`src/source/mem_stage_pkg.sv`:
```
package mem_stage_pkg;

	// memory operation codes from the execute stage
	localparam int MEM_OP_W = 4;

	localparam logic [MEM_OP_W-1:0] MEN_X   = 4'd0;
	localparam logic [MEM_OP_W-1:0] MEN_LB  = 4'd1;
	localparam logic [MEM_OP_W-1:0] MEN_LBU = 4'd2;
	localparam logic [MEM_OP_W-1:0] MEN_LH  = 4'd3;
	localparam logic [MEM_OP_W-1:0] MEN_LHU = 4'd4;
	localparam logic [MEM_OP_W-1:0] MEN_LW  = 4'd5;
	localparam logic [MEM_OP_W-1:0] MEN_SB  = 4'd6;
	localparam logic [MEM_OP_W-1:0] MEN_SH  = 4'd7;
	localparam logic [MEM_OP_W-1:0] MEN_SW  = 4'd8;

	// commands between the stage and the data memory controller
	localparam int MEM_CMD_W = 2;

	localparam logic [MEM_CMD_W-1:0] MEMORY_CMD_NOP   = 2'd0;
	localparam logic [MEM_CMD_W-1:0] MEMORY_CMD_READ  = 2'd1;
	localparam logic [MEM_CMD_W-1:0] MEMORY_CMD_WRITE = 2'd2;

	localparam int WB_SEL_W = 4;

	localparam int DMEM_WORDS = 256;
	localparam int DMEM_AW    = 8;

	// memory stage state machine
	localparam int STATE_W = 2;

	localparam logic [STATE_W-1:0] ST_WAIT            = 2'd0;
	localparam logic [STATE_W-1:0] ST_WAIT_READY      = 2'd1;
	localparam logic [STATE_W-1:0] ST_WAIT_READ_VALID = 2'd2;
	localparam logic [STATE_W-1:0] ST_END             = 2'd3;

	// byte 0 and half 0 sit at the low end of the word (little endian lanes)
	typedef union packed {
		logic [31:0]      word;
		logic [3:0][7:0]  bytes;
		logic [1:0][15:0] halves;
	} mem_word_t;

endpackage

```
`src/source/byte_lane_ram.sv`:
```
`timescale 1ns/1ps

module byte_lane_ram (
	input  logic                               clk,
	input  logic                               en,
	input  logic                               we,
	input  logic [mem_stage_pkg::DMEM_AW-1:0]  addr,
	input  logic [7:0]                         wdata,
	output logic [7:0]                         rdata
);
	import mem_stage_pkg::*;

	logic [7:0] mem [DMEM_WORDS];

	// rdata holds the last read until the next enabled read
	always_ff @(posedge clk) begin
		if (en) begin
			if (we)
				mem[addr] <= wdata;
			else
				rdata <= mem[addr];
		end
	end

endmodule

```
`config.mk`:
```
export PLATFORM = sky130hd
export DESIGN_NAME = byte_lane_ram
export DESIGN_NICKNAME = d
export VERILOG_FILES = /design/src/source/mem_stage_pkg.sv /design/src/source/byte_lane_ram.sv
export SDC_FILE = /design/constraint.sdc
export NUM_CORES = 2
export LEC_CHECK = 0
export BUFFER_PORTS_ARGS = -buffer_cell sky130_fd_sc_hd__buf_2
export CORE_AREA = 2 2 446 448
export DETAILED_ROUTE_END_ITERATION = 6
export DIE_AREA = 0 0 448 450
export SYNTH_ARGS = -nofsm -noshare
export SYNTH_HDL_FRONTEND = slang
export SYNTH_SLANG_ARGS = --single-unit
export TNS_END_PERCENT = 10
```
`constraint.sdc`:
```
create_clock -name clk -period 3.39 [get_ports clk]
set_input_delay 0.678 -clock clk [delete_from_list [all_inputs] [get_ports clk]]
set_output_delay 0.678 -clock clk [all_outputs]
set_load 0.02 [all_outputs]
```
==> flow_summary.toml <==
[outcome]
status = "finished clean"

[worst_setup_path]
cp-start-kind = "input pin"
slowest_stage = "o41ai_1"
slowest_delay_ns = 0.82
regToRegStartpoint = "mem[110][3]$_DFFE_PP_"
rr_endpoint = "rdata[3]$_DFFE_PP_"
critPathRequiredTime_ns = 3.96
critPathLaunch = "addr[0]"
crit_chain = "buf_8 > buf_12 > buf_4 > buf_4 > mux4_2 > a22oi_1 > a21oi_1 > o41ai_1 > buf_4 > nand4_1"
worst-setup-path-type = "input pin to register"
arrival_ns = 3.60
cp-end-kind = "register"
reg2reg_depth = 6
cp_max_fo = 11
cp_common_cell = "buf_4"
worst-r2r-setup-slack_ns = 0.57
endpoint = "rdata[3]$_DFFE_PP_"

[yosys]
syn-num-nets = 3545
synth.area.mux_share = 0.147
syn_area_sq_um = 78400
synth-seq-cells = 2056
synth-compound-area-share = 0.0363
synthSimpleGateAreaFrac = 0.0161
synth_top_family_by_area = "multiplexers"
synthAdderAreaFrac = 0
syn_avg_cell_area_sq_um = 22.2
synth_cell_types = 21
synth-xor-area-share = 0
yosysSeqAreaShare = 0.788
syn_inst = 3526
ys_warn_count = 0

[floorplanning]
fp.dieW_um = 448
initial_core_util = 0.399
io_pins = 27
row_count = 163
die_h_um = 450
core-area_sq_um = 197000
die_area_sq_um = 202000

[global_routing]
grt_use_met2 = 0.316
busiest_layer = "met2"
grt_pass1_vias = 39600
grt_overflow = 0
grt_util_met3 = 0.0303
antenna_found_initial = 11
grt_pass1_wl_um = 286000
gr-usage-met1 = 0.282
grt_start_max_net_pins = 117
grt_usage = 0.197

[clock_tree]
ctsResizeCount = 0
cts_root_buffer = "clkbuf_16"
clock-sinks = 2056
clk_pin_slew_ns = 0.06
cts_tree = "yes"
cts_max_path_buffers = 3
cts_buffers = 203
ctsHoldBuffers = 0
postCtsSetupBuffers = 0
clk-insertion-delay-late_ns = 0.83
htree_levels = 4

[place]
dp_hpwl_um = 124000
routabilityCongestion = 0.833
io_buffers = 26
dpl.cell_count = 6582
place_ws_ns = -0.506

[flow_run]
maxCapViolCount = 0

[sta]
fin_tns_setup_ns = 0
min_period_ns = 3.03
rsz0062_at_grt = "false"
finalCritPeriodShare = 0.894
slew_viol_final = 0
fin_ws_ns = 0.360
clock.fmax_mhz = 330
final-hold-violation-count = 0
finalSetupViolCount = 0
slew_headroom = 0.191
worst_pin_slew_ns = 1.21
fin_hold_ws_ns = 0.318
clock_skew_ns = 0.0345

[route]
routed_wl_um = 198000
via_per_inst = 5.61
routedWlPerCell_um = 28.5
ant_nets = 0
drt_iter0_markers = 4798
route.vias.total = 39000
drt_pass1_iterations = 5
route.detailed.drc = 0

[finish]
num-nets-final = 4166
antenna_cells = 0
final_common_cell = "edfxtp_1"
final_cells = 6952
layout_common_cells = "edfxtp_1, buf_4, mux4_2"
fillers = 16100
drive_gt1_frac = 0.335
areaGrowthSynthToFinish_pct = 18.6

[pwr]
power_switching_uw = 11000
power_frac_clock = 0.416
p_sw_frac = 0.210
totalPowerFinal_uw = 52300
pwr-share-seq = 0.535
pwr-share-comb = 0.049
ir_drop_mv = 0.596
p_per_area_nw_per_um2 = 563
intPower_uw = 41300
cellLeakagePower_uw = 0.0293

[min_path]
hold_class = "input pin to register"
==> stage by stage <==
stage,instance area [sq um],util
after floorplan,78400,-
after global routing,92900,0.473
after detailed placement,86600,0.440
final,92900,0.473
after CTS,92900,0.473
after global placement,86600,0.440
==> power groups by stage <==
stage / combinational, uW / sequential, uW / clock (uW)
2_1_floorplan: 1200 / 28600 / 0
3_5_place_dp: 2600 / 28600 / 0
5_1_grt: 2720 / 28000 / 23100
4_1_cts: 2600 / 28000 / 22100
3_3_place_gp: 2570 / 28600 / 0
6_report: 2560 / 28000 / 21700
==> Yosys cell counts <==
cell / number / share of area
and4_1: 1 / 0.00011
buf_2: 41 / 0.0026
buf_4: 11 / 0.0011
buf_6: 9 / 0.0013
nand2_1: 30 / 0.0014
a21oi_1: 128 / 0.0082
a22oi_1: 256 / 0.025
nand2b_1: 2 / 0.00016
clkbuf_1: 143 / 0.0068
nor2_1: 259 / 0.012
or2_2: 1 / 0.000080
nand3_1: 4 / 0.00026
and2_1: 2 / 0.00016
buf_1: 21 / 0.0010
nand4_1: 8 / 0.00064
mux4_2: 512 / 0.15
o41ai_1: 32 / 0.0036
nor3b_1: 2 / 0.00019
nor3_1: 1 / 0.000064
nor2b_1: 7 / 0.00056
edfxtp_1: 2056 / 0.79
==> layout make-up <==
type	count	area [sq um]	area share
Clock inverter	112	987	0.0106
Tap cell	2640	3300	0.0355
Timing Repair Buffer	641	5810	0.0625
Clock buffer	258	5390	0.0580
Multi-Input combinational cell	1245	15700	0.169
Sequential cell	2056	61700	0.664
==> how the worst min path moves through the flow <==
stage	from	end	depth (start not counted)
2_1_floorplan	wdata[0]	mem[0][0]$_DFFE_PP_	0
3_3_place_gp	mem[44][3]$_DFFE_PP_	rdata[3]$_DFFE_PP_	5
3_5_place_dp	mem[46][3]$_DFFE_PP_	rdata[3]$_DFFE_PP_	5
4_1_cts	wdata[1]	mem[117][1]$_DFFE_PP_	1
5_1_grt	wdata[1]	mem[83][1]$_DFFE_PP_	1
6_report	wdata[1]	mem[83][1]$_DFFE_PP_	1
==> worst max-delay path, delay by kind of cell <==
family                 cells  cell delay (ns)
buffers and inverters      5             1.12
muxes                      1             0.53
AOI/OAI and AO/OA          3             1.13
and+or+nand+nor            1             0.09
==> logic make-up after synthesis <==
logic type | count (synthesis)
mux | 512
compound gates | 416
buf+inv | 225
simple gates | 317
flops | 2056
==> per-layer routing <==
layer	part of all wire	routed length, um
met1	0.41	81500
met2	0.49	97500
met3	0.072	14200
met4	0.025	4970
met5	0	0
==> state kept, by name, summed over array words and instances, names as in the netlist <==
name / count
rdata: 8
mem: 2048
Power figures use the tool's default switching activity.
