$ cat config.mk
export PLATFORM = sky130hd
export DESIGN_NAME = data_mem_ctrl
export DESIGN_NICKNAME = d
export VERILOG_FILES = /design/src/source/mem_stage_pkg.sv /design/src/source/data_mem_ctrl.sv
export SDC_FILE = /design/constraint.sdc
export NUM_CORES = 1
export LEC_CHECK = 0
export BUFFER_PORTS_ARGS = -buffer_cell sky130_fd_sc_hd__buf_2
export CORE_MARGIN = 2
export CORE_UTILIZATION = 20
export DETAILED_ROUTE_END_ITERATION = 10
export PLACE_DENSITY = 0.81
export SLEW_MARGIN = 10
export SYNTH_ARGS = -nofsm -noshare
export SYNTH_HDL_FRONTEND = slang
export SYNTH_SLANG_ARGS = --single-unit
$ cat constraint.sdc
create_clock -name clk -period 1.2 [get_ports clk]
set_input_delay 0.12 -clock clk [delete_from_list [all_inputs] [get_ports clk]]
set_output_delay 0.12 -clock clk [all_outputs]
set_load 0.01 [all_outputs]
$ cat src/source/mem_stage_pkg.sv
package mem_stage_pkg;

	// memory operation codes from the execute stage
	localparam int MEM_OP_W = 4;

	localparam logic [MEM_OP_W-1:0] MEN_X   = 4'd0;
	localparam logic [MEM_OP_W-1:0] MEN_LB  = 4'd1;
	localparam logic [MEM_OP_W-1:0] MEN_LBU = 4'd2;
	localparam logic [MEM_OP_W-1:0] MEN_LH  = 4'd3;
	localparam logic [MEM_OP_W-1:0] MEN_LHU = 4'd4;
	localparam logic [MEM_OP_W-1:0] MEN_LW  = 4'd5;
	localparam logic [MEM_OP_W-1:0] MEN_SB  = 4'd6;
	localparam logic [MEM_OP_W-1:0] MEN_SH  = 4'd7;
	localparam logic [MEM_OP_W-1:0] MEN_SW  = 4'd8;

	// commands between the stage and the data memory controller
	localparam int MEM_CMD_W = 2;

	localparam logic [MEM_CMD_W-1:0] MEMORY_CMD_NOP   = 2'd0;
	localparam logic [MEM_CMD_W-1:0] MEMORY_CMD_READ  = 2'd1;
	localparam logic [MEM_CMD_W-1:0] MEMORY_CMD_WRITE = 2'd2;

	localparam int WB_SEL_W = 4;

	localparam int DMEM_WORDS = 256;
	localparam int DMEM_AW    = 8;

	// memory stage state machine
	localparam int STATE_W = 2;

	localparam logic [STATE_W-1:0] ST_WAIT            = 2'd0;
	localparam logic [STATE_W-1:0] ST_WAIT_READY      = 2'd1;
	localparam logic [STATE_W-1:0] ST_WAIT_READ_VALID = 2'd2;
	localparam logic [STATE_W-1:0] ST_END             = 2'd3;

	// byte 0 and half 0 sit at the low end of the word (little endian lanes)
	typedef union packed {
		logic [31:0]      word;
		logic [3:0][7:0]  bytes;
		logic [1:0][15:0] halves;
	} mem_word_t;

endpackage

$ cat src/source/data_mem_ctrl.sv
`timescale 1ns/1ps

module data_mem_ctrl (
	input  logic                                 clk,
	input  logic                                 rst_n,
	input  logic [mem_stage_pkg::MEM_CMD_W-1:0]  mem_cmd,
	input  logic [31:0]                          mem_addr,
	input  mem_stage_pkg::mem_word_t             mem_wdata,
	input  logic [3:0]                           mem_wmask,
	input  logic                                 read_done,
	output logic                                 mem_cmd_ready,
	output logic [3:0]                           lane_en,
	output logic [3:0]                           lane_we,
	output logic [mem_stage_pkg::DMEM_AW-1:0]    lane_addr,
	output logic [3:0][7:0]                      lane_wdata,
	output logic                                 rd_pending
);
	import mem_stage_pkg::*;

	logic read_busy;
	logic wr_accept;
	logic rd_accept;

	// commands are only taken while no read is outstanding
	assign mem_cmd_ready = !read_busy;
	assign wr_accept     = mem_cmd_ready && (mem_cmd == MEMORY_CMD_WRITE);
	assign rd_accept     = mem_cmd_ready && (mem_cmd == MEMORY_CMD_READ);

	assign lane_addr  = mem_addr[DMEM_AW+1:2];
	assign lane_wdata = mem_wdata.bytes;
	assign rd_pending = rd_accept;

	always_comb begin
		lane_en = 4'b0000;
		lane_we = 4'b0000;
		if (wr_accept) begin
			lane_en = mem_wmask;
			lane_we = mem_wmask;
		end else if (rd_accept) begin
			// a read always fetches the whole word
			lane_en = 4'b1111;
		end
	end

	always_ff @(posedge clk) begin
		if (!rst_n) begin
			read_busy <= 1'b0;
		end else if (rd_accept) begin
			read_busy <= 1'b1;
		end else if (read_done) begin
			read_busy <= 1'b0;
		end
	end

endmodule

==> results.cfg, run 1 <==
[run_status]
outcome = finished clean

[worst_setup_path]
cp.arrival_ns = 0.96
rrSetupSlack_ns = 0.30
startpoint_type = flop
crit_fanout = 8
crit_family = flip-flops
cp_slowest_stage_delay_ns = 0.35
cp-end-kind = primary output
crit_buf_inv = 1
critical_path.slowest_cell = dfxtp_1
required_ns = 1.08
crit_type = reg -> out
path_cells = nor3b_4, a21o_2, buf_2

[placed_design]
dp.cells = 59
gp_congestion = 0.718
io_buffers = 18
dp_hpwl_um = 488

[pwr]
ir_drop_mv = 0.173
cellPowerDensity_nw_per_um2 = 457
p_leak_nw = 0.144
finalPower_uw = 118

[synthesis]
netlist_area_sq_um = 434
yosys_register_bits = 1
ys_types = 9
ys_seq_area_share_pct = 4.61
syn_avg_cell_area_sq_um = 8.04
syn_inst = 54
yosysWarnings = 0
synth_nets = 127

[drt]
via_per_inst = 3.71
drc = 0
wirelength_um = 585
drt-initial-drc-count = 0
first_pass_iters = 1
ant_nets = 0
vias = 219
wl_per_cell_um = 9.92

[final_layout]
largestRegisters = read_busy (1)
largest_reg_flops = 1
finish.utilization_pct = 12.9
regMostFlops = read_busy
syn2layout_area_growth_pct = -40.6
final_layout_size_suffix_gt1_share_pct = 71.9
antenna_cells = 0
fin_nets = 107
layout_commonest_cell = buf_2
nFillCells = 250
fin_cells = 59
layout_common_cells = buf_2, and2_1, a21o_2

[sta]
rsz0062_at_grt = no
fmax_ghz = 0.928
setup_viol_count_final = 0
hold_viol_final = 0
min_period_ns = 1.08
tightest_slew_ns = 0.291
slew_headroom_pct = 80.5
slew_violations = 0
fin_crit_sh_pct = 89.8
timing.setup.tns_ns = 0
fin_skew_ns = 0

[floorplan]
num_io_pins = 123
die_h_um = 50.6
dieArea_sq_um = 2560
floorplan.initialDensity_pct = 21.7
die_w_um = 50.6
core_sq_um = 2000
rows = 16

[clocking]
cts_resized = 0
hold_buffers = 0
path_clk_slew_ns = 0
clk_latency_ns = 0

[global_routing]
antenna_found_initial = 0
grtUsageTotal_pct = 4.33
grt_pass1_vias = 228
grt_max_degree = 9
grt_pass1_wl_um = 924
grt_remaining_overflow = 0

[flow_run]
drv_cap = 0

[worst_hold_path]
hold_class = in -> out
## synthesized netlist by cell type (all sizes together)
library cell | instances | area, sq um
a21o | 4 | 33.8
and2 | 4 | 25.0
buf | 40 | 300
dfxtp | 1 | 20.0
inv | 1 | 3.75
nor2b | 1 | 6.26
nor3b | 2 | 37.5
o21a | 1 | 7.51
## area by class of cell
class / instances / area, sq um / share of cell area (%)
multi-input cells: 12 / 110 / 42.7
repair buffers: 18 / 90.1 / 35.0
well taps: 27 / 33.8 / 13.1
flip-flops and latches: 1 / 20.0 / 7.77
inverters: 1 / 3.75 / 1.46
## report_power, final
group / switching (mW) / total, mW / internal (mW)
clock: 0 / 0 / 0
combinational: 0.0358 / 0.0784 / 0.0426
sequential: 0.00351 / 0.0394 / 0.0359
total: 0.0393 / 0.118 / 0.0785
## what timing repair did
action                     4_1_cts  5_1_grt
hold endpoints to repair         0        0
buffers inserted                 0        0
setup endpoints to repair        0        3
## metal layers
metal,GRT usage [%],wire (um),vias to the layer above
met5,0,0,-
met4,7.21,66,0
met3,1.49,146,20
met2,6.80,242,30
met1,3.21,129,84
li1,-,-,85
## final timing paths
path                                  start            to  cells past startpoint
worst max register to register    read_busy     read_busy                      2
worst min-delay path            mem_addr[7]  lane_addr[5]                      0
worst max-delay path              read_busy    lane_en[3]                      3
worst min register to register    read_busy     read_busy                      2
## through the flow
stage               hold WS [ns]  instance area (sq um)  setup slack, ns
CTS                        0.240                    258           0.0831
detailed placement         0.240                    258           0.0855
finish                     0.240                    258            0.123
floorplan                  0.238                    434            0.244
global placement           0.240                    258            0.125
global route               0.240                    258           0.0133
## cells by family after synthesis
| family | share of synthesized area (%) |
|---|---|
| buffers and inverters | 70.0 |
| flip-flops | 4.61 |
| AO/OA/AOI/OAI | 9.51 |
| AND/OR/NAND/NOR | 15.9 |
(Power assumes the default switching activity.)
==> inputs of run 2 (changes only) <==
--- a/config.mk
+++ b/config.mk
@@ -6,10 +6,12 @@
 export NUM_CORES = 1
 export LEC_CHECK = 0
 export BUFFER_PORTS_ARGS = -buffer_cell sky130_fd_sc_hd__buf_2
+export CAP_MARGIN = 20
 export CORE_MARGIN = 2
 export CORE_UTILIZATION = 20
 export DETAILED_ROUTE_END_ITERATION = 10
 export PLACE_DENSITY = 0.81
+export REMOVE_ABC_BUFFERS = 1
 export SLEW_MARGIN = 10
 export SYNTH_ARGS = -nofsm -noshare
 export SYNTH_HDL_FRONTEND = slang
==> results.cfg, run 2 (synthesized netlist as in run 1, its figures left out) <==
[worst_hold_path]
hold_class = in -> out
min_delay_path_depth = 0

[flow_run]
drv_cap = 0

[sta]
hold-worst-slack_ns = 0.240
tightest_slew_ns = 0.278
rsz0062_at_grt = no
hold_viol_final = 0
fin_crit_sh_pct = 93.0
slew_headroom_pct = 81.5
slew_violations = 0
fin_skew_ns = 0
timing.setup.tns_ns = 0
fmax_ghz = 0.896
min_period_ns = 1.12
setup_viol_count_final = 0

[pwr]
seqPwrFrac_pct = 32.9
cellPowerDensity_nw_per_um2 = 467
p_comb_share_pct = 67.1
p_clk_share_pct = 0
power.share.switching_pct = 34.8
p_leak_nw = 0.144
p_switching_uw = 41.8
finalPower_uw = 120
ir_drop_mv = 0.179
p_int_uw = 78.4

[final_layout]
fin_nets = 107
layout_commonest_cell = buf_2
largest_reg_flops = 1
antenna_cells = 0
largestRegisters = read_busy (1)
regMostFlops = read_busy
layout_common_cells = buf_2, and2_1, a21o_2
syn2layout_area_growth_pct = -40.6
final_layout_size_suffix_gt1_share_pct = 71.9

[placed_design]
dp_hpwl_um = 3160
io_buffers = 18
gp_congestion = 0.944

[global_routing]
grtUsageTotal_pct = 24.6
grt_remaining_overflow = 0
grt_pass1_wl_um = 3670
grt_max_degree = 9
grt_pass1_vias = 207
antenna_found_initial = 0

[drt]
drc = 0
ant_nets = 0
wirelength_um = 3200
wl_per_cell_um = 54.3
drt-initial-drc-count = 2
first_pass_iters = 4
via_per_inst = 4.25
vias = 251

[worst_setup_path]
required_ns = 1.08
crit_type = reg -> out
crit_fanout = 8
r2r_cells = 2
startpoint_type = flop
cp.arrival_ns = 1.00
cp-end-kind = primary output

[clocking]
clk_latency_ns = 0
path_clk_slew_ns = 0
cts_setup_buffers = 0
cts_resized = 0
hold_buffers = 0

[floorplan]
rows = 16
floorplan.initialDensity_pct = 21.7
dieArea_sq_um = 2560
num_io_pins = 123
core_sq_um = 2000
die_w_um = 50.6
die_h_um = 50.6

[run_status]
outcome = finished clean
## run 2: cell counts in the layout (fill, tap and decap cells not counted)
No cell type changed its count.
## run 2: final timing paths
check	startpoint	to	slack (ns)
setup / recovery	read_busy	lane_we[1]	0.08
hold / removal	mem_addr[3]	lane_addr[1]	0.24
setup reg to reg	read_busy	read_busy	0.30
hold reg to reg	read_busy	read_busy	0.72
## run 2: per-layer routing
metal  vias up  GRT usage, %  routed length [um]
met4         0          2.70                  42
met3         2          33.3                 943
li1         84             -                   -
met2        71          50.0                1840
met5         -          14.3                   0
met1        94          8.02                 378
## run 2: power by group through the flow
| stage | Combinational (mW) | Clock [mW] | Sequential [mW] |
|---|---|---|---|
| 6_report | 0.0807 | 0 | 0.0395 |
| 5_1_grt | 0.0860 | 0 | 0.0398 |
| 4_1_cts | 0.0808 | 0 | 0.0396 |
| 3_5_place_dp | 0.0805 | 0 | 0.0396 |
| 3_3_place_gp | 0.0785 | 0 | 0.0392 |
| 2_1_floorplan | 0.0414 | 0 | 0.0390 |
## run 2: final cells by class
cell class,instances,area (sq um)
multi-input cells,12,110
inverters,1,3.75
fillers,247,1740
flip-flops and latches,1,20.0
repair buffers,18,90.1
well taps,27,33.8
## run 2: stage by stage
stage	worst slack (ns)	utilization [%]	std cells	instance area [sq um]
3_3_place_gp	0.126	12.9	59	258
4_1_cts	0.0899	12.9	59	258
6_report	0.0838	12.9	59	258
2_1_floorplan	0.244	-	14	134
3_5_place_dp	0.0915	12.9	59	258
5_1_grt	0.0423	12.9	59	258
## run 2: critical path, stage by stage, from the launching register on
cell,delay [ns]
dfxtp_1,0.35
nor3b_4,0.32
and2_1,0.18
buf_2,0.15
