--- src/source/mem_stage_pkg.sv ---
package mem_stage_pkg;

	// memory operation codes from the execute stage
	localparam int MEM_OP_W = 4;

	localparam logic [MEM_OP_W-1:0] MEN_X   = 4'd0;
	localparam logic [MEM_OP_W-1:0] MEN_LB  = 4'd1;
	localparam logic [MEM_OP_W-1:0] MEN_LBU = 4'd2;
	localparam logic [MEM_OP_W-1:0] MEN_LH  = 4'd3;
	localparam logic [MEM_OP_W-1:0] MEN_LHU = 4'd4;
	localparam logic [MEM_OP_W-1:0] MEN_LW  = 4'd5;
	localparam logic [MEM_OP_W-1:0] MEN_SB  = 4'd6;
	localparam logic [MEM_OP_W-1:0] MEN_SH  = 4'd7;
	localparam logic [MEM_OP_W-1:0] MEN_SW  = 4'd8;

	// commands between the stage and the data memory controller
	localparam int MEM_CMD_W = 2;

	localparam logic [MEM_CMD_W-1:0] MEMORY_CMD_NOP   = 2'd0;
	localparam logic [MEM_CMD_W-1:0] MEMORY_CMD_READ  = 2'd1;
	localparam logic [MEM_CMD_W-1:0] MEMORY_CMD_WRITE = 2'd2;

	localparam int WB_SEL_W = 4;

	localparam int DMEM_WORDS = 256;
	localparam int DMEM_AW    = 8;

	// memory stage state machine
	localparam int STATE_W = 2;

	localparam logic [STATE_W-1:0] ST_WAIT            = 2'd0;
	localparam logic [STATE_W-1:0] ST_WAIT_READY      = 2'd1;
	localparam logic [STATE_W-1:0] ST_WAIT_READ_VALID = 2'd2;
	localparam logic [STATE_W-1:0] ST_END             = 2'd3;

	// byte 0 and half 0 sit at the low end of the word (little endian lanes)
	typedef union packed {
		logic [31:0]      word;
		logic [3:0][7:0]  bytes;
		logic [1:0][15:0] halves;
	} mem_word_t;

endpackage

--- src/source/memory_stage.sv ---
`timescale 1ns/1ps

module memory_stage (
	input  logic                                 clk,
	input  logic                                 rst_n,
	input  logic [31:0]                          reg_pc,
	input  logic [31:0]                          rs2_data,
	input  logic [31:0]                          alu_out,
	input  logic [mem_stage_pkg::MEM_OP_W-1:0]   mem_wen,
	input  logic [mem_stage_pkg::WB_SEL_W-1:0]   wb_sel,
	input  logic                                 mem_cmd_ready,
	input  mem_stage_pkg::mem_word_t             mem_rdata,
	input  logic                                 mem_rdata_valid,
	output logic [31:0]                          read_data,
	output logic [31:0]                          out_reg_pc,
	output logic [31:0]                          out_alu_out,
	output logic [mem_stage_pkg::WB_SEL_W-1:0]   out_wb_sel,
	output logic                                 next_flg,
	output logic                                 is_stall,
	output logic [mem_stage_pkg::MEM_CMD_W-1:0]  mem_cmd,
	output logic [31:0]                          mem_addr,
	output mem_stage_pkg::mem_word_t             mem_wdata,
	output logic [3:0]                           mem_wmask
);
	import mem_stage_pkg::*;

	logic [STATE_W-1:0]  state;
	logic [31:0]         save_reg_pc;
	logic [31:0]         save_alu_out;
	logic [31:0]         save_rs2_data;
	logic [MEM_OP_W-1:0] save_mem_wen;
	logic [WB_SEL_W-1:0] save_wb_sel;
	logic [1:0]          offset;
	logic                is_store;
	mem_word_t           store_word;
	logic [3:0]          store_mask;
	logic [7:0]          load_byte;
	logic [15:0]         load_half;
	logic [31:0]         load_word;

	assign offset   = save_alu_out[1:0];
	assign is_store = (save_mem_wen == MEN_SB) || (save_mem_wen == MEN_SH) ||
		(save_mem_wen == MEN_SW);

	// a non-memory instruction passes straight through in the same cycle
	assign next_flg = ((state == ST_WAIT) && (mem_wen == MEN_X)) || (state == ST_END);
	assign is_stall = !next_flg;

	// place store data on the lanes picked by the low address bits
	always_comb begin
		store_word.word = '0;
		store_mask      = 4'b0000;
		case (save_mem_wen)
			MEN_SB: begin
				store_word.bytes[offset] = save_rs2_data[7:0];
				store_mask               = 4'b0001 << offset;
			end
			MEN_SH: begin
				store_word.halves[offset[1]] = save_rs2_data[15:0];
				store_mask                   = offset[1] ? 4'b1100 : 4'b0011;
			end
			default: begin
				store_word.word = save_rs2_data;
				store_mask      = 4'b1111;
			end
		endcase
	end

	assign load_byte = mem_rdata.bytes[offset];
	assign load_half = mem_rdata.halves[offset[1]];

	always_comb begin
		case (save_mem_wen)
			MEN_LB:  load_word = {{24{load_byte[7]}}, load_byte};
			MEN_LBU: load_word = {24'b0, load_byte};
			MEN_LH:  load_word = {{16{load_half[15]}}, load_half};
			MEN_LHU: load_word = {16'b0, load_half};
			default: load_word = mem_rdata.word;
		endcase
	end

	always_ff @(posedge clk) begin
		if (!rst_n) begin
			state   <= ST_WAIT;
			mem_cmd <= MEMORY_CMD_NOP;
		end else begin
			// commands last one cycle only
			mem_cmd <= MEMORY_CMD_NOP;
			case (state)
				ST_WAIT: begin
					if (mem_wen != MEN_X)
						state <= ST_WAIT_READY;
				end
				ST_WAIT_READY: begin
					if (mem_cmd_ready) begin
						mem_cmd <= is_store ? MEMORY_CMD_WRITE : MEMORY_CMD_READ;
						state   <= is_store ? ST_END : ST_WAIT_READ_VALID;
					end
				end
				ST_WAIT_READ_VALID: begin
					if (mem_rdata_valid)
						state <= ST_END;
				end
				default: state <= ST_WAIT;
			endcase
		end
	end

	always_ff @(posedge clk) begin
		case (state)
			ST_WAIT: begin
				if (mem_wen != MEN_X) begin
					save_reg_pc   <= reg_pc;
					save_alu_out  <= alu_out;
					save_rs2_data <= rs2_data;
					save_mem_wen  <= mem_wen;
					save_wb_sel   <= wb_sel;
				end else begin
					read_data   <= '1;
					out_reg_pc  <= reg_pc;
					out_alu_out <= alu_out;
					out_wb_sel  <= wb_sel;
				end
			end
			ST_WAIT_READY: begin
				if (mem_cmd_ready) begin
					mem_addr  <= save_alu_out;
					mem_wdata <= store_word;
					mem_wmask <= store_mask;
				end
			end
			ST_WAIT_READ_VALID: begin
				if (mem_rdata_valid)
					read_data <= load_word;
			end
			default: begin
				out_reg_pc  <= save_reg_pc;
				out_alu_out <= save_alu_out;
				out_wb_sel  <= save_wb_sel;
			end
		endcase
	end

endmodule

--- config.mk ---
export PLATFORM = sky130hd
export DESIGN_NAME = memory_stage
export DESIGN_NICKNAME = d
export VERILOG_FILES = /design/src/source/mem_stage_pkg.sv /design/src/source/memory_stage.sv
export SDC_FILE = /design/constraint.sdc
export NUM_CORES = 1
export LEC_CHECK = 0
export ABC_AREA = 1
export BUFFER_PORTS_ARGS = -buffer_cell sky130_fd_sc_hd__buf_2
export CAP_MARGIN = 25
export CORE_ASPECT_RATIO = 2
export CORE_MARGIN = 2
export CORE_UTILIZATION = 40
export CTS_CLUSTER_SIZE = 30
export DETAILED_ROUTE_END_ITERATION = 16
export PLACE_DENSITY = 0.7
export SYNTH_ARGS = -nofsm -noshare
export SYNTH_HDL_FRONTEND = slang
export SYNTH_SLANG_ARGS = --single-unit
--- constraint.sdc ---
create_clock -name clk -period 20 [get_ports clk]
set_input_delay 4 -clock clk [delete_from_list [all_inputs] [get_ports clk]]
set_output_delay 4 -clock clk [all_outputs]
set_load 0.02 [all_outputs]
==> metrics.md <==
| Metric | Value |
|---|---|
| Via count | about 7.6k |
| Maximum clock path buffer count | 3 |
| Detailed Routing Iterations Pass 1 | 5 |
| Vias in the first global route | approximately 7.6k |
| P_leak | 5.56 nW |
| Pwr dens | 167 mW/mm2 |
| Initial DRC count | between 600 and 700 |
| Post-CTS setup buffer count | 0 |
| WL/cell | between 15 and 20 um |
| Final Slew Violations | 0 |
| Max VDD drop | approximately 0.096 mV |
| Dpl cell area | 0.0127 mm2 |
| Clock root cell | clkbuf_16 |
| Period minus WS final | about 9 ns |
| GP Congestion | approximately 0.87 |
| Hold Path Class | reg2reg |
| Unrepaired setup endpoints after global routing | false |
| XOR/XNOR Fraction of Synth Area | 0% |
| DP Cell Count | between 1k and 1.5k |
| Most common cell after layout, fill and taps aside | buf_2 |
| TritonCTS clock tree | built |
| Outcome | finished, final reports clean |
| Synth cell types | 31 |
| Initial antenna violation count | 4 |
| Die area | 0.0284 mm2 |
| Area growth syn-to-layout | 25.8% |
| Worst EP required | between 15 and 20 ns |
| Clk slew on worst S/H paths | roughly 0.070 ns |
| Largest net degree at the start of global routing | 73 |
| Initial Util | about 40% |
| Area share of the largest cell type after synthesis | about three quarters |
| Endpoint class of the critical path | output pin |
| Post-Synth Adder-Cell Area | less than 1% |
| Non-filler cells, final | 1516 |
| Core Area | 0.0267 mm2 |
| Most frequent cells in the layout | buf_2 (311), nand2_1 (291), edfxtp_1 (272) |
| Post-route ant nets | 0 |
| CTS Sinks | between 200 and 300 |
| Worst setup SP type | input port |
| First-pass GRT wire length | between 40000 and 50000 um |
| Synth Instances | about 840 |
| Grt total ovfl | 0 |
| Port bufs | about 310 |
| Setup CP Type | in2out |
| Largest area contributor in the netlist | edfxtp_1 |
| Yosys warns | 0 |
| Mean Syn Cell Area | 12.9 um2 |
| Register area share after synthesis | about 76% |
| Nets | 1293 |
| Hold buffers post-CTS | 0 |
| Max transition margin | between 30% and 40% |
| Setup ws final | 11.09 ns |
| Die H | about 240 um |
| Synthesis-stage register bit count | 276 |
| Fin area | approximately 0.014 mm2 |
| Worst Path Max Fanout | 2 |
| Tcrit/Tclk final | 44.6% |
| Final setup vio count | 0 |
| Total power | roughly 2.3 mW |
| Hold_ws | between 0.4 and 0.5 ns |
| Syn Nets | 980 |
| All-Layer GR Usage | a little under a fifth |
| Synth area leaders | edfxtp_1 (76%), nand2_1 (10%), nand3_1 (1.9%) |
| Post-synthesis mux area share | 0% |
| Fmax | roughly 0.11 GHz |
| Routed WL | ~27000 um |
| Skew-Pair Late Insertion Delay | 0.55 ns |
| Post-synthesis compound-gate area fraction | roughly 3.7% |
| Post-placement worst setup slack | 11.09 ns |
| Post-synthesis simple-gate area fraction | ~16% |
| Mapped Area | ~0.011 mm2 |
| TNS Setup | 0 ns |
| Num rows | 85 |
| Layout cells sized above 1 | 33.2% |
| Chip Width | 120 um |
| Max Cap Viol | 0 |
| Routed vias/inst | roughly 5.0 |
| Post-cts sizing count | 0 |
| Arr. time, crit path | a little under 5 ns |
| Htree depth | 1 |
| DP HPWL | approximately 18000 um |
| Final hold vios | 0 |
| Final core occ | a little over 50% |
| Slew at the pin closest to its max-slew limit | 0.989 ns |
| Largest family of logic cells by synthesized area | simple AND/OR/NAND/NOR gates |
| Clock skew | roughly 0.025 ns |
| Num CTS Buffers | 25 |
| I/O pin cnt | around 310 |
| DRC violations left | 0 |
-- power by group --
part | switching, mW | internal (mW) | total (mW)
Combinational | 0.546 | 0.193 | 0.739
Clock | 0.213 | 0.284 | 0.497
Sequential | 0.0714 | 0.956 | 1.03
Total | 0.830 | 1.43 | 2.26
-- per-layer routing --
metal / vias up / global-route usage, % / wire [um]
li1: 3561 / - / -
met1: 3559 / 23.2 / 10300
met2: 457 / 29.9 / 12600
met3: 56 / 6.99 / 3500
met4: 6 / 5.53 / 580
met5: - / 0 / 41
-- Yosys cell counts --
library cell  count
nand2_1         291
edfxtp_1        272
nand3_1          42
inv_1            41
nor2_1           28
nand4_1          25
clkbuf_1         17
o211ai_1         16
or2_2            15
o21ai_0          14
a21oi_1          12
buf_2            12
o22ai_1           8
a22oi_1           7
nand3b_1          7
buf_4             5
dfxtp_1           4
ha_1              4
a21oi_2           2
buf_1             2
nor2_2            2
a211oi_2          1
clkinv_1          1
inv_2             1
nand2_2           1
nand3_2           1
nor3_1            1
nor3_4            1
nor3b_1           1
o21ai_1           1
o21ai_2           1
-- worst max-delay path, stage by stage --
cell and delay, ns:
buf_2 0.11, nor2_1 0.24, nand3_1 0.18, nand2_1 0.18, inv_1 0.05, buf_2 0.15
-- layout make-up --
class	instances	area (um2)
Clock inverter	14	185
Timing Repair Buffer	322	1650
Fill cell	2340	13100
Tap cell	348	435
Inverter	43	163
Clock buffer	31	648
Antenna cell	1	2.50
Multi-Input combinational cell	481	2240
Sequential cell	276	8250
-- path summary, 6_finish.rpt --
path,start,endpoint,slack (ns),depth (start not counted)
min,save_alu_out[22]$_DFFE_PP_,mem_addr[22]$_DFFE_PP_,0.45,0
max reg2reg,state[0]$_SDFFE_PN0P_,save_reg_pc[6]$_DFFE_PP_,16.62,7
min reg2reg,save_alu_out[22]$_DFFE_PP_,mem_addr[22]$_DFFE_PP_,0.45,0
max,mem_wen[1],is_stall,11.09,6
-- flip-flops by register name (all words and copies together) (netlist names) --
register and count:
state 2, out_alu_out 32, save_rs2_data 32, mem_wmask 4
out_wb_sel 4, read_data 32, save_wb_sel 4, mem_addr 32
save_mem_wen 4, mem_cmd 2, mem_wdata 32, out_reg_pc 32
save_alu_out 32, save_reg_pc 32
-- cells by family after synthesis --
group           after synthesis
fa+ha+maj                     4
simple gates                415
compound gates               62
flops                       276
buf+inv                      79
(Power assumes the default switching activity.)
