File: src/source/mem_stage_pkg.sv
package mem_stage_pkg;

	// memory operation codes from the execute stage
	localparam int MEM_OP_W = 4;

	localparam logic [MEM_OP_W-1:0] MEN_X   = 4'd0;
	localparam logic [MEM_OP_W-1:0] MEN_LB  = 4'd1;
	localparam logic [MEM_OP_W-1:0] MEN_LBU = 4'd2;
	localparam logic [MEM_OP_W-1:0] MEN_LH  = 4'd3;
	localparam logic [MEM_OP_W-1:0] MEN_LHU = 4'd4;
	localparam logic [MEM_OP_W-1:0] MEN_LW  = 4'd5;
	localparam logic [MEM_OP_W-1:0] MEN_SB  = 4'd6;
	localparam logic [MEM_OP_W-1:0] MEN_SH  = 4'd7;
	localparam logic [MEM_OP_W-1:0] MEN_SW  = 4'd8;

	// commands between the stage and the data memory controller
	localparam int MEM_CMD_W = 2;

	localparam logic [MEM_CMD_W-1:0] MEMORY_CMD_NOP   = 2'd0;
	localparam logic [MEM_CMD_W-1:0] MEMORY_CMD_READ  = 2'd1;
	localparam logic [MEM_CMD_W-1:0] MEMORY_CMD_WRITE = 2'd2;

	localparam int WB_SEL_W = 4;

	localparam int DMEM_WORDS = 256;
	localparam int DMEM_AW    = 8;

	// memory stage state machine
	localparam int STATE_W = 2;

	localparam logic [STATE_W-1:0] ST_WAIT            = 2'd0;
	localparam logic [STATE_W-1:0] ST_WAIT_READY      = 2'd1;
	localparam logic [STATE_W-1:0] ST_WAIT_READ_VALID = 2'd2;
	localparam logic [STATE_W-1:0] ST_END             = 2'd3;

	// byte 0 and half 0 sit at the low end of the word (little endian lanes)
	typedef union packed {
		logic [31:0]      word;
		logic [3:0][7:0]  bytes;
		logic [1:0][15:0] halves;
	} mem_word_t;

endpackage

File: src/source/read_return.sv
`timescale 1ns/1ps

module read_return (
	input  logic                      clk,
	input  logic                      rst_n,
	input  logic [3:0][7:0]           lane_rdata,
	input  logic                      rd_pending,
	output mem_stage_pkg::mem_word_t  mem_rdata,
	output logic                      mem_rdata_valid
);

	logic rd_pending_q;

	// lanes answer one cycle after the strobe, so the strobe is delayed to match
	always_ff @(posedge clk) begin
		if (!rst_n) begin
			rd_pending_q    <= 1'b0;
			mem_rdata_valid <= 1'b0;
		end else begin
			rd_pending_q    <= rd_pending;
			mem_rdata_valid <= rd_pending_q;
		end
	end

	always_ff @(posedge clk) begin
		if (rd_pending_q)
			mem_rdata.bytes <= lane_rdata;
	end

endmodule

File: config.mk
export PLATFORM = sky130hd
export DESIGN_NAME = read_return
export DESIGN_NICKNAME = d
export VERILOG_FILES = /design/src/source/mem_stage_pkg.sv /design/src/source/read_return.sv
export SDC_FILE = /design/constraint.sdc
export NUM_CORES = 1
export LEC_CHECK = 0
export ABC_CLOCK_PERIOD_IN_PS = 1500
export CAP_MARGIN = 30
export CORE_MARGIN = 1.5
export CORE_UTILIZATION = 42
export CTS_BUF_LIST = sky130_fd_sc_hd__clkbuf_4
export DETAILED_ROUTE_END_ITERATION = 6
export DONT_BUFFER_PORTS = 1
export SYNTH_ARGS = -nofsm -noshare
export SYNTH_HDL_FRONTEND = slang
export SYNTH_SLANG_ARGS = --single-unit
File: constraint.sdc
create_clock -name clk -period 1.5 [get_ports clk]
set_input_delay 0.3 -clock clk [delete_from_list [all_inputs] [get_ports clk]]
set_output_delay 0.3 -clock clk [all_outputs]
set_load 0.01 [all_outputs]
==> results by group, run 1 <==
Outcome
  • Status: completed

STA
  • Total of endpoints with negative setup slack in the final report: 0
  • Slew at the pin with the worst max-slew slack: 0.356 ns
  • Worst hold slack across all endpoints: 0.0826 ns
  • Summed negative setup slack over all endpoints: 0 ns
  • Final critical-path required period: 1.07 ns
  • Layout Skew: 0.00177 ns
  • Final max-slew violation count: 0
  • Final Hold Fails: 0
  • RSZ-0062 raised after global routing: false
  • Headroom to the max-slew limit: 76.2%
  • Highest Clock Rate: 932 MHz
  • Final worst-path cycle share: 71.5%

Critical path
  • Cell type of the slowest stage on the worst timing path: sky130_fd_sc_hd__dfxtp_1
  • Worst path cell trace: buf_4
  • Required time of the worst setup path: 1.52 ns
  • Arrival time of the worst setup path: 1.10 ns
  • Critical path's top delay family: flip-flops
  • Path type of the worst setup path: flop to flop
  • Endpoint type of the worst setup path: flop
  • Sum of buffers and inverters on the critical path: 1
  • Maximum fanout count along the critical path: 9
  • CP startpoint kind: flop
  • Largest stage delay on the critical path: 0.54 ns

Cells and area
  • Count of fill cells added during filler insertion: 194
  • Combined area of the multi-input logic cells: 12.5 um^2
  • Net total in the final layout: 81
  • Number of diodes: 0
  • Fraction of final layout cells with drive strength greater than 1: 23.4%
  • Share of the core filled with cells in the final layout: 51.2%
  • Leading cell type in the layout, fill and taps excluded: sky130_fd_sc_hd__edfxtp_1
  • Area added between synthesis and finish: 13.8%
  • Commonest non-fill, non-tap cells in the layout: sky130_fd_sc_hd__edfxtp_1, sky130_fd_sc_hd__clkbuf_4, sky130_fd_sc_hd__buf_4
  • Flip-flop and latch area: 1000 um^2

Clock network
  • Count of cells resized by post-cts repair: 0
  • Maximum clock insertion buffer count: 2
  • Number of sinks driven by the clock tree: 34
  • CTS HTree Levels: 2
  • Hold buffer count at cts: 0
  • Clock root cell: sky130_fd_sc_hd__clkbuf_4
  • Worst-Skew Late Latency: 0.31 ns
  • Clock-pin slew on the worst setup and hold paths: 0.09 ns
  • CTS tree: built
  • Total CTS buffers: 5
  • Setup Buffers After CTS: 0

GRT
  • Total global routing track utilization: 11.3%
  • Grt total ovfl: 0
  • Maximum number of pins on one net before global-route repair: 11
  • Global-route wire length before repair: 1950 um
  • Number of global-route vias before repair: 387
  • Number of antenna violations at the first check in global routing: 0

Drt
  • Overall routed net length: 1520 um
  • Drc violations: 0
  • ANT nets after route: 0
  • Length of the first detailed-routing pass in iterations: 3
  • Average wire per cell in the routed design: 20.3 um
  • Number of design-rule violations left by the first detailed-router iteration: 6
  • Vias per cell: 5.01
  • Number of vias in the routed layout: 376

Logic synthesis
  • Cell area after technology mapping: 1010 um^2
  • Per-instance average area after synthesis: 28.2 um^2
  • Leading area contributor after synthesis: sky130_fd_sc_hd__edfxtp_1
  • Number of nets produced by synthesis: 71
  • Count of synthesis-stage warnings from yosys: 0
  • Seq cells post-synth: 34
  • Count of cell types in the netlist: 3
  • Dominant cells by area after synthesis: sky130_fd_sc_hd__edfxtp_1, sky130_fd_sc_hd__dfxtp_1, sky130_fd_sc_hd__and2_1
  • Fraction of synthesized cell area taken by the top area cell type: 94.8%
  • Share of synthesized area occupied by flip-flops and latches: 98.8%
  • Synthesized instance count: 36

Die
  • Initial core utilization: 45.0%
  • Area inside the core boundary: 2250 um^2
  • Die outline width: 52.1 um
  • Vertical die dimension: 52.1 um
  • Overall die area: 2720 um^2
  • Num rows: 17
  • Total I/O pin count: 68

Power
  • Power per Cell Area: 1540 nW/um^2
  • Static power due to leakage: 0.384 nW
  • IR drop worst, VDD: 1.04 mV

Place
  • Port buffer count: 0
  • Final RePlAce weighted congestion: 0.620

Flow run
  • Max-cap check violation count: 0

Min path
  • Class of the tightest hold or removal check: input pin to flop
-- per-stage QoR --
| stage | total power [mW] | setup slack [ns] | instances | cell area, um^2 |
|---|---|---|---|---|
| after floorplan | 1.15 | 0.132 | 36 | 1010 |
| after global placement | 1.16 | 0.458 | 67 | 1070 |
| after detailed placement | 1.17 | 0.421 | 67 | 1070 |
| after CTS | 1.80 | 0.407 | 75 | 1150 |
| after global routing | 1.85 | 0.369 | 75 | 1150 |
| final | 1.78 | 0.427 | 75 | 1150 |
-- registers in the layout, indices dropped and copies added (netlist names) --
| register | flops |
|---|---|
| mem_rdata_valid | 1 |
| mem_rdata | 32 |
| rd_pending_q | 1 |
-- final timing paths --
path,start,endpoint,slack (ns),cells past startpoint
max,rd_pending_q,mem_rdata[18],0.43,1
min,lane_rdata[11],mem_rdata[11],0.08,0
max reg2reg,rd_pending_q,mem_rdata[18],0.43,1
min reg2reg,rd_pending_q,mem_rdata[17],0.63,0
-- cell families after synthesis --
group / Yosys count / share of synthesized area [%]
AND/OR/NAND/NOR: 2 / 1.23
flip-flops: 34 / 98.8
-- layer usage --
metal / GRT usage (%) / up-vias / wire (um)
met4: 3.95 / 0 / 0
li1: - / 162 / -
met1: 8.70 / 173 / 546
met3: 8.62 / 0 / 132
met2: 20.5 / 41 / 845
met5: 0 / - / 0
-- Yosys cell counts --
library cell / number
sky130_fd_sc_hd__and2_1: 2
sky130_fd_sc_hd__dfxtp_1: 2
sky130_fd_sc_hd__edfxtp_1: 32
-- cell type report --
class | count | area share [%]
Tap cell | 28 | 3.04
Sequential cell | 34 | 86.8
Clock buffer | 7 | 4.56
Multi-Input combinational cell | 2 | 1.08
Timing Repair Buffer | 3 | 1.95
Clock inverter | 1 | 2.60
-- where the power goes --
part,leakage [nW],switching [mW],internal (mW)
registers,0.317,0.0365,1.09
clock network,0.0463,0.248,0.390
logic,0.0209,0.0128,0.00622
total,0.384,0.297,1.48
Power figures use the tool's default switching activity.
==> run 2: changes to the inputs <==
ABC_CLOCK_PERIOD_IN_PS = 1100   (was 1500)
clock period = 1.1 ns   (was 1.5 ns; I/O delays follow)
==> run 2 against run 1 <==
Clock-buffer cell count is 1 lower. Cell area is 29% higher. Final cell count is 44% higher. Via count is 35% higher. Largest power group unchanged. Global-route usage is 3.6 points higher. Sequential cell count stayed put.
==> results by group, run 2 (synthesis gave the netlist of run 1 again) <==
Clock network
  • Count of cells resized by post-cts repair: 0
  • Number of sinks driven by the clock tree: 34
  • CTS HTree Levels: 2
  • Clock-pin slew on the worst setup and hold paths: 0.10 ns
  • Total CTS buffers: 5
  • Maximum clock insertion buffer count: 2
  • Setup Buffers After CTS: 0
  • CTS tree: built
  • Hold buffer count at cts: 34
  • Worst-Skew Late Latency: 0.32 ns
  • Clock root cell: sky130_fd_sc_hd__clkbuf_4

STA
  • Highest Clock Rate: 1000 MHz
  • Total of endpoints with negative setup slack in the final report: 0
  • RSZ-0062 raised after global routing: false
  • Final critical-path required period: 0.998 ns
  • Headroom to the max-slew limit: 89.6%
  • Slew at the pin with the worst max-slew slack: 0.156 ns
  • Final Hold Fails: 0
  • Summed negative setup slack over all endpoints: 0 ns
  • Final worst-path cycle share: 90.7%
  • Final max-slew violation count: 0
  • Layout Skew: 0.00860 ns
  • Worst hold slack across all endpoints: 0.510 ns

Drt
  • Number of design-rule violations left by the first detailed-router iteration: 6
  • Drc violations: 0
  • Average wire per cell in the routed design: 16.9 um
  • Number of vias in the routed layout: 509
  • Vias per cell: 4.71
  • Overall routed net length: 1820 um
  • Length of the first detailed-routing pass in iterations: 4
  • ANT nets after route: 0

Cells and area
  • Count of fill cells added during filler insertion: 158
  • Flip-flop and latch area: 1000 um^2
  • Fraction of final layout cells with drive strength greater than 1: 12.5%
  • Combined area of the multi-input logic cells: 12.5 um^2
  • Number of diodes: 0
  • Registers with the most flip-flops: mem_rdata: 32 flops, mem_rdata_valid: 1 flops, rd_pending_q: 1 flops
  • Area added between synthesis and finish: 46.4%
  • Commonest non-fill, non-tap cells in the layout: sky130_fd_sc_hd__dlygate4sd3_1, sky130_fd_sc_hd__edfxtp_1, sky130_fd_sc_hd__clkbuf_4
  • Net total in the final layout: 114
  • Flip-flop count of the largest register after layout: 32
  • Leading cell type in the layout, fill and taps excluded: sky130_fd_sc_hd__dlygate4sd3_1
  • Reg with most FFs: mem_rdata

Critical path
  • Path type of the worst setup path: flop to output pin
  • Required time of the worst setup path: 0.88 ns
  • CP startpoint kind: flop
  • Arrival time of the worst setup path: 0.78 ns
  • Endpoint type of the worst setup path: output pin
  • Maximum fanout count along the critical path: 1

GRT
  • Total global routing track utilization: 14.9%
  • Number of antenna violations at the first check in global routing: 0
  • Global-route wire length before repair: 2530 um
  • Number of global-route vias before repair: 493
  • Maximum number of pins on one net before global-route repair: 18
  • Grt total ovfl: 0

Die
  • Vertical die dimension: 52.1 um
  • Die outline width: 52.1 um
  • Area inside the core boundary: 2250 um^2
  • Total I/O pin count: 68
  • Initial core utilization: 45.0%
  • Overall die area: 2720 um^2
  • Num rows: 17

Min path
  • Class of the tightest hold or removal check: input pin to flop

Outcome
  • Status: completed

Flow run
  • Max-cap check violation count: 0

Place
  • Port buffer count: 0
  • Final RePlAce weighted congestion: 0.619

Power
  • Power per Cell Area: 1550 nW/um^2
  • Static power due to leakage: 0.515 nW
  • IR drop worst, VDD: 1.03 mV
-- run 2: worst paths after layout --
kind                                      from            end  slack (ns)  cells past startpoint
worst max-delay path             mem_rdata[14]  mem_rdata[14]        0.10                      0
worst min register to register    rd_pending_q  mem_rdata[14]        0.68                      1
worst min-delay path            lane_rdata[19]  mem_rdata[19]        0.51                      1
worst max register to register    rd_pending_q   mem_rdata[3]        0.26                      1
-- run 2: area by class of cell --
type | count | share of cell area, %
clock buffer | 6 | 3.04
clock inverter | 2 | 0.590
multi-input combinational | 2 | 0.843
sequential | 34 | 67.5
tap | 28 | 2.36
timing repair buffer | 36 | 25.6
-- run 2: stage by stage --
step	std cells	setup WS [ns]	util [%]	area (um^2)	total power, mW
global placement	66	0.293	48.3	1090	1.59
finish	108	0.102	65.8	1480	2.30
floorplan	36	0.0637	-	1010	1.57
global route	108	0.0539	65.8	1480	2.39
CTS	108	0.0859	65.8	1480	2.29
detailed placement	66	0.283	48.3	1090	1.60
-- run 2: metal layers --
metal	wire length (um)	up-vias	global-route usage [%]
met4	32	0	6.58
li1	-	229	-
met3	169	3	9.48
met1	672	235	14.4
met2	947	42	24.7
met5	0	-	0
-- run 2: report_power, final --
part           switching [mW]  internal [mW]  total (mW)
clock network           0.368          0.264       0.632
logic                  0.0392         0.0958       0.135
registers              0.0485           1.48        1.53
total                   0.455           1.84        2.30
